## src/common/mio_consts.svh

```systemverilog
//########################################
// mio link constants
// pad width, packet width and beat count
//########################################

`ifndef MIO_CONSTS_SVH
`define MIO_CONSTS_SVH

// pad bus width in bits (8, 16 or 32)
`define MIO_NMIO 16

// core packet width
// must be a multiple of twice the pad width
`define MIO_PW 128

// one beat is two pad words
`define MIO_NBEATS (`MIO_PW / (2 * `MIO_NMIO))

`endif

```

## src/common/mio_data_pkg.sv

```systemverilog
//########################################
// mio data path types
// pad words, beats and core packets
//########################################

`include "mio_consts.svh"

package mio_data_pkg;

   //########################################
   // vector types
   //########################################

   // one word on the pad bus
   typedef logic [`MIO_NMIO-1:0] io_word_t;

   // one beat, two pad words
   // handed from shifter to io block
   typedef logic [2*`MIO_NMIO-1:0] io_beat_t;

   // full packet from the core
   typedef logic [`MIO_PW-1:0] packet_t;

endpackage

```

## src/common/mio_ctrl_pkg.sv

```systemverilog
//########################################
// mio transmit control types
// static config, fsm states, beat count
//########################################

`include "mio_consts.svh"

package mio_ctrl_pkg;

   // static link configuration
   typedef struct packed {
      // send each beat on both clock phases
      logic ddr_mode;
      // low half and low beats go first
      logic lsbfirst;
   } mtx_cfg_t;

   // transmit fsm
   typedef enum logic {
      // waiting for the core
      MTX_IDLE = 1'b0,
      // moving beats to the io block
      MTX_SEND = 1'b1
   } mtx_state_t;

   // wide enough to hold the full beat count
   localparam int BEAT_CNT_W = $clog2(`MIO_NBEATS + 1);
   typedef logic [BEAT_CNT_W-1:0] beat_cnt_t;

endpackage

```

## src/mtx/mtx_ctrl.sv

```systemverilog
//########################################
// transmit control fsm
// accepts a packet, steers shifter, releases core
//########################################

`include "mio_consts.svh"

module mtx_ctrl (
   // clock and async reset
   input  logic io_clk,
   input  logic io_nreset,
   // core request level
   input  logic access,
   // pushback from io block
   input  logic io_wait,
   // current beat is the final one
   input  logic last_beat,
   // core held off while sending
   output logic core_wait,
   // capture packet and restart count
   output logic load,
   // move on to next beat
   output logic advance,
   // a beat is on offer to the io block
   output logic beat_valid
);

   import mio_ctrl_pkg::*;

   mtx_state_t state_q;
   mtx_state_t state_d;

   //########################################
   // next state
   //########################################

   always_comb begin
      state_d = state_q;
      case (state_q)
         MTX_IDLE: begin
            // core_wait is low here so access alone takes the packet
            if (access) begin
               state_d = MTX_SEND;
            end
         end
         MTX_SEND: begin
            // leave on the edge the final beat moves on
            if (advance && last_beat) begin
               state_d = MTX_IDLE;
            end
         end
         default: begin
            state_d = MTX_IDLE;
         end
      endcase
   end

   // state register
   always_ff @(posedge io_clk or negedge io_nreset) begin
      if (!io_nreset) begin
         state_q <= MTX_IDLE;
      end else begin
         state_q <= state_d;
      end
   end

   //########################################
   // outputs
   //########################################

   // capture strobe on the accept edge
   assign load = (state_q == MTX_IDLE) & access;

   // beat on offer for the whole send phase
   assign beat_valid = (state_q == MTX_SEND);

   // core stays blocked until the last beat leaves
   assign core_wait = (state_q == MTX_SEND);

   // step only when io block takes the beat
   assign advance = beat_valid & ~io_wait;

endmodule

```

## src/mtx/mtx_beat_count.sv

```systemverilog
//########################################
// beat counter
// counts beats left in the current packet
//########################################

`include "mio_consts.svh"

module mtx_beat_count (
   // clock and async reset
   input  logic io_clk,
   input  logic io_nreset,
   // start of a new packet
   input  logic load,
   // one beat taken
   input  logic advance,
   // current beat is the last one
   output logic last_beat
);

   import mio_ctrl_pkg::*;

   // beats still to go, current one included
   beat_cnt_t cnt_q;

   //########################################
   // down counter
   //########################################

   always_ff @(posedge io_clk or negedge io_nreset) begin
      if (!io_nreset) begin
         cnt_q <= '0;
      end else if (load) begin
         // full packet ahead
         cnt_q <= beat_cnt_t'(`MIO_NBEATS);
      end else if (advance) begin
         cnt_q <= cnt_q - beat_cnt_t'(1);
      end
   end

   // one beat left
   // controller needs no width knowledge
   assign last_beat = (cnt_q == beat_cnt_t'(1));

endmodule

```

## src/mtx/mtx_shift.sv

```systemverilog
//########################################
// packet shift register
// holds the packet, presents the next beat
//########################################

`include "mio_consts.svh"

module mtx_shift (
   // clock and async reset
   input  logic                  io_clk,
   input  logic                  io_nreset,
   // static link config
   input  mio_ctrl_pkg::mtx_cfg_t cfg,
   // capture a new packet
   input  logic                  load,
   // drop the current beat
   input  logic                  advance,
   // packet from the core
   input  mio_data_pkg::packet_t packet,
   // beat for the io block
   output mio_data_pkg::io_beat_t beat
);

   import mio_data_pkg::*;

   // beat width in bits
   localparam int BW = 2 * `MIO_NMIO;

   // packet held while it goes out
   packet_t pkt_q;

   //########################################
   // shift register
   //########################################

   always_ff @(posedge io_clk or negedge io_nreset) begin
      if (!io_nreset) begin
         pkt_q <= '0;
      end else if (load) begin
         pkt_q <= packet;
      end else if (advance) begin
         // lsb first drains from the bottom
         if (cfg.lsbfirst) begin
            pkt_q <= pkt_q >> BW;
         end else begin
            // msb first drains from the top
            pkt_q <= pkt_q << BW;
         end
      end
   end

   //########################################
   // beat select
   //########################################

   // slice on the side the register drains from
   assign beat = cfg.lsbfirst ? pkt_q[BW-1:0] : pkt_q[`MIO_PW-1 -: BW];

endmodule

```

## src/mtx/mtx_io.sv

```systemverilog
//########################################
// transmit io timing block
// reset sync, sdr half select, ddr output
//########################################

`include "mio_consts.svh"

module mtx_io (
   // clock and async reset
   input  logic                   io_clk,
   input  logic                   io_nreset,
   // static link config
   input  mio_ctrl_pkg::mtx_cfg_t  cfg,
   // beat on offer
   input  logic                   io_access,
   // beat from the shifter
   input  mio_data_pkg::io_beat_t beat,
   // pad side pushback
   input  logic                   tx_wait,
   // pushback to the controller
   output logic                   io_wait,
   // pad side
   output logic                   tx_access,
   output mio_data_pkg::io_word_t tx_packet
);

   import mio_data_pkg::*;

   logic [1:0] rst_sync_q;
   logic       io_nreset_sync;
   // 1 once the first half of an sdr beat went out
   logic       second_sel_q;
   logic       half_pend;
   logic       take;
   io_word_t   first_half;
   io_word_t   second_half;
   io_word_t   sdr_word_q;
   io_word_t   ddr_hi_q;
   io_word_t   ddr_lo_q;

   //########################################
   // reset synchronizer
   //########################################

   // async assert, two-flop release
   always_ff @(posedge io_clk or negedge io_nreset) begin
      if (!io_nreset) begin
         rst_sync_q <= 2'b00;
      end else begin
         rst_sync_q <= {rst_sync_q[0], 1'b1};
      end
   end

   assign io_nreset_sync = rst_sync_q[1];

   //########################################
   // access and half select
   //########################################

   // a word leaves on this edge
   assign take = io_access & ~tx_wait;

   // pad strobe drops for any cycle the pads stall
   always_ff @(posedge io_clk or negedge io_nreset_sync) begin
      if (!io_nreset_sync) begin
         tx_access    <= 1'b0;
         second_sel_q <= 1'b0;
      end else begin
         tx_access <= take;
         // toggles once per word in sdr, holds under tx_wait
         if (take && !cfg.ddr_mode) begin
            second_sel_q <= ~second_sel_q;
         end
      end
   end

   // sdr beat still owes its second half
   assign half_pend = ~cfg.ddr_mode & ~second_sel_q;

   assign io_wait = tx_wait | half_pend;

   //########################################
   // data ordering
   //########################################

   // lsbfirst sends the low half first
   assign first_half  = cfg.lsbfirst ? beat[`MIO_NMIO-1:0] : beat[2*`MIO_NMIO-1:`MIO_NMIO];
   assign second_half = cfg.lsbfirst ? beat[2*`MIO_NMIO-1:`MIO_NMIO] : beat[`MIO_NMIO-1:0];

   //########################################
   // sdr and ddr data registers
   //########################################

   always_ff @(posedge io_clk) begin
      if (take) begin
         // one half per cycle
         sdr_word_q <= second_sel_q ? second_half : first_half;
         // both halves at once for ddr
         ddr_hi_q   <= first_half;
         ddr_lo_q   <= second_half;
      end
   end

   // ddr sends the first half while io_clk is high and the second half while low
   assign tx_packet = cfg.ddr_mode ? (io_clk ? ddr_hi_q : ddr_lo_q) : sdr_word_q;

endmodule

```

## src/mtx_top.sv

```systemverilog
//########################################
// mio transmit subsystem
// core packet in, narrow pad words out
//########################################

`include "mio_consts.svh"

module mtx_top (
   // clock and async reset
   input  logic                   io_clk,
   input  logic                   io_nreset,
   // static link config
   input  mio_ctrl_pkg::mtx_cfg_t  cfg,
   // core port
   input  logic                   access,
   input  mio_data_pkg::packet_t  packet,
   output logic                   core_wait,
   // pad port
   input  logic                   tx_wait,
   output logic                   tx_access,
   output mio_data_pkg::io_word_t tx_packet
);

   import mio_data_pkg::*;

   // control to data path
   logic     load;
   logic     advance;
   logic     beat_valid;
   logic     last_beat;
   // io block pushback
   logic     io_wait;
   // current beat
   io_beat_t beat;

   //########################################
   // control
   //########################################

   mtx_ctrl u_ctrl (
      .io_clk     (io_clk),
      .io_nreset  (io_nreset),
      .access     (access),
      .io_wait    (io_wait),
      .last_beat  (last_beat),
      .core_wait  (core_wait),
      .load       (load),
      .advance    (advance),
      .beat_valid (beat_valid)
   );

   mtx_beat_count u_beat_count (
      .io_clk    (io_clk),
      .io_nreset (io_nreset),
      .load      (load),
      .advance   (advance),
      .last_beat (last_beat)
   );

   //########################################
   // data path
   //########################################

   mtx_shift u_shift (
      .io_clk    (io_clk),
      .io_nreset (io_nreset),
      .cfg       (cfg),
      .load      (load),
      .advance   (advance),
      .packet    (packet),
      .beat      (beat)
   );

   // pad timing
   mtx_io u_io (
      .io_clk    (io_clk),
      .io_nreset (io_nreset),
      .cfg       (cfg),
      .io_access (beat_valid),
      .beat      (beat),
      .tx_wait   (tx_wait),
      .io_wait   (io_wait),
      .tx_access (tx_access),
      .tx_packet (tx_packet)
   );

endmodule

```

## config.mk

```make
export PLATFORM = sky130hd
export DESIGN_NAME = mtx_top
export DESIGN_NICKNAME = d
export VERILOG_FILES = /design/src/common/mio_data_pkg.sv /design/src/common/mio_ctrl_pkg.sv /design/src/mtx/mtx_ctrl.sv /design/src/mtx/mtx_beat_count.sv /design/src/mtx/mtx_shift.sv /design/src/mtx/mtx_io.sv /design/src/mtx_top.sv
export VERILOG_INCLUDE_DIRS = /design/src /design/src/common
export SDC_FILE = /design/constraint.sdc
export NUM_CORES = 1
export LEC_CHECK = 0
export ABC_AREA = 1
export BUFFER_PORTS_ARGS = -buffer_cell sky130_fd_sc_hd__buf_2
export CORE_AREA = 2 2 113 225
export CTS_CLUSTER_DIAMETER = 50
export CTS_CLUSTER_SIZE = 8
export DETAILED_ROUTE_END_ITERATION = 7
export DIE_AREA = 0 0 115 227
export GPL_TIMING_DRIVEN = 0
export PLACE_DENSITY = 0.73
export SKIP_LAST_GASP = 1
export SLEW_MARGIN = 5
export SYNTH_ARGS = -nofsm -noshare
export SYNTH_HDL_FRONTEND = slang
export SYNTH_SLANG_ARGS = --single-unit
```

## constraint.sdc

```tcl
create_clock -name io_clk -period 0.9 [get_ports io_clk]
set_clock_uncertainty 0.1 [all_clocks]
set_input_delay 0.18 -clock io_clk [delete_from_list [all_inputs] [get_ports io_clk]]
set_output_delay 0.18 -clock io_clk [all_outputs]
set_load 0.02 [all_outputs]
```

==> results.txt <==
Status - finished, violations left
Violated checks - DRC, hold timing, setup timing
Vias in the first global route - 13840
Row count - 81
Final WS setup - -813.2 ps
FF/Latch Area - 4858 sq um
Critical path endpoint category - register
Most used routing layer - met2
CP max stage cell - dfrtp_2
First DRT Iteration DRCs - 1697
Via/cell ratio - 6.032
# fillers - 1582
Worst slew pin tran - 717.7 ps
Largest net degree at the start of global routing - 79
GP Congestion - 0.9998
RSZ-0062 raised after global routing - true
Max Cap Viol - 0
Multi-input combinational cell area - 5623 sq um
Via count - 13090
Seq/Total Area, Yosys - 0.4772
IO Pins - 152
Die span in x - 115 um
Pwr Density - 3264 nW/um^2
CTS tree - yes
Slew Limit Fails - 0
Initial Util - 0.4174
VDD IR max - 0.001711 V
Syn_nets - 1563
Critical Path Source Type - register
Core Region - 24320 sq um
Gr ovfl total - 0
Top Family by Delay on Critical Path - buffers and inverters
Die Span Y - 227 um
Met3 usage - 0.1134
P_leak - 8.740 nW
Worst-path fanout max - 8
Critical path cell sequence - inv_6 -> nor2_4 -> nand2_4 -> buf_6 -> buf_16 -> buf_12 -> buf_8 -> nand3_1 -> nand2_1
Fin crit period - 1713 ps
Dpl ws - -1760 ps
Distinct cells, synth - 20
Top post-synthesis cells by area - dfrtp_1 (34%), nand2_1 (23%), nand3_1 (16%)
Post-Synthesis Cell Area - 10150 sq um
Synth warn - 0
GRT Util Overall - 0.4104
Mapped Cells - 1427
Reg-to-Reg Start - u_ctrl.beat_valid$_DFF_PN0_
Fmax - 583.7 MHz
# port buffers - 150
NumNets Final - 2002
Avg Synthesized Cell Area - 7.114 sq um
Area growth syn-to-layout - 72.54%
Hold slack - -588.1 ps
Slowest Stage Delay on Critical Path - 420 ps
# setup viols final - 264
Worst setup endpoint - u_shift.pkt_q[17]$_DFFE_PN0P_
Worst skew pair latency - 640 ps
Worst-path clk slew - 100 ps
First-pass DRT Iterations - 8
Detailed placer's ending HPWL - 29.58 mm
Critical Path RT - 1240 ps
First-pass GRT wire length - 76.65 mm
Worst hold-check path type - in2async
Share of post-route cells with drive strength above 1 - 0.3697
WL/cell - 23.78 um
Antenna Cells - 0
DR DRC count - 46
R2r setup slk - -810 ps
Routed Antenna Nets - 0
Terminus of the critical flop-to-flop path - u_shift.pkt_q[17]$_DFFE_PN0P_
Crit path buf inv count - 5
M1 GR Usage - 0.3935
Crit share post-route - 1.904
Die ar. - 26110 sq um
Worst EP arrival - 2050 ps
Fin util - 0.7202
Top-area cell type share of the netlist area - 0.3352
Crit. Startpoint - u_ctrl.beat_valid$_DFF_PN0_
Met2 usage in global routing - 0.6676
Seq cells post-synth - 184
Hold Vio Cnt, Final - 80
R2R depth - 9
Initial antenna violation count - 0
Post-synth top area cell - dfrtp_1
CTS hold repair buffers - 124
Slew HR - 0.5216
Crit Path Category - reg2reg
WP depth - 9
WL final - 51.61 mm
cells in the final DEF (no fill, tap or decap), drive strengths merged, types with 7 or more instances in the layout:
master	count
o21ai	67
dfrtp	136
nand3	324
inv	106
nand2	619
nor2	20
clkinvlp	7
dlygate4sd3	124
clkinv	14
edfxtp	48
buf	341
clkbuf	69
synthesized netlist by cell type:
cell / number
conb_1: 1
nand2_2: 1
buf_4: 11
nand2_1: 617
buf_1: 3
inv_1: 104
buf_2: 49
clkbuf_1: 41
o21ai_0: 60
ha_1: 2
nor2_2: 1
dfrtp_1: 136
buf_6: 2
o21ai_1: 7
nand3_1: 324
nand2_4: 1
nor2_1: 16
edfxtp_1: 48
xor2_1: 1
inv_2: 2
sequential cells by signal, summed over array words and instances (netlist names):
signal              flops
u_io.sdr_word_q        16
u_io.rst_sync_q         2
u_io.ddr_lo_q          16
u_beat_count.cnt_q      3
u_io.tx_access          1
u_io.ddr_hi_q          16
u_ctrl.beat_valid       1
u_shift.pkt_q         128
u_io.second_sel_q       1
how the worst min path moves through the flow:
stage,from,to
3_3_place_gp,u_io.rst_sync_q[1]$_DFF_PN0_,u_io.tx_access$_DFF_PN0_
2_1_floorplan,io_nreset,u_beat_count.cnt_q[0]$_DFFE_PN0P_
3_5_place_dp,u_io.rst_sync_q[1]$_DFF_PN0_,u_io.tx_access$_DFF_PN0_
5_1_grt,io_nreset,u_shift.pkt_q[37]$_DFFE_PN0P_
4_1_cts,io_nreset,u_shift.pkt_q[38]$_DFFE_PN0P_
6_report,io_nreset,u_shift.pkt_q[37]$_DFFE_PN0P_
metrics by stage:
stage	instance area, sq um	instances	TNS (ps)	hold WS (ps)	power [mW]
after floorplan	10730	1427	-208900	-215.6	26.05
after global placement	11850	1867	-614220	-78.82	31.13
after detailed placement	11880	1868	-316060	-78.00	31.57
after CTS	17410	2166	-122120	-551.9	54.70
after global routing	17520	2170	-133710	-550.6	59.11
final	17520	2170	-134810	-588.1	57.18
repair_timing:
item                                   4_1_cts  5_1_grt
setup buffers                              105        7
gates resized for setup                    482       29
pin swaps                                  175       15
endpoints found under the hold margin      187       56
cloned                                      26        0
setup endpoints to repair                  264      263
routing by layer:
layer	up-vias	share of wire
met5	-	0
li1	5431	-
met3	481	0.094
met2	1210	0.48
met4	0	0.13
met1	5967	0.30
kinds of logic after synthesis:
logic type      Yosys count  share of synthesized area
buf+inv                 212                    0.08997
simple gates            960                     0.3961
other cells               1                  0.0003694
fa+ha+maj                 2                   0.002464
flops                   184                     0.4772
compound gates           67                    0.03303
xor+xnor                  1                  0.0008629
final cells by class:
cell class                 instances  area share
buffer                           104     0.07779
sequential                       184      0.2774
tap                              290     0.02071
timing repair buffer             375      0.1995
clock buffer                      56     0.05200
inverter                         105     0.02350
multi-input combinational       1034      0.3210
clock inverter                    22     0.02814
report_power, final:
group | total, mW | switching [mW] | internal (mW)
registers | 15.6 | 3.40 | 12.2
logic | 23.7 | 13.0 | 10.7
clock network | 17.9 | 8.93 | 8.97
total | 57.2 | 25.3 | 31.9
Note: power is estimated with default switching activity, not from simulation.
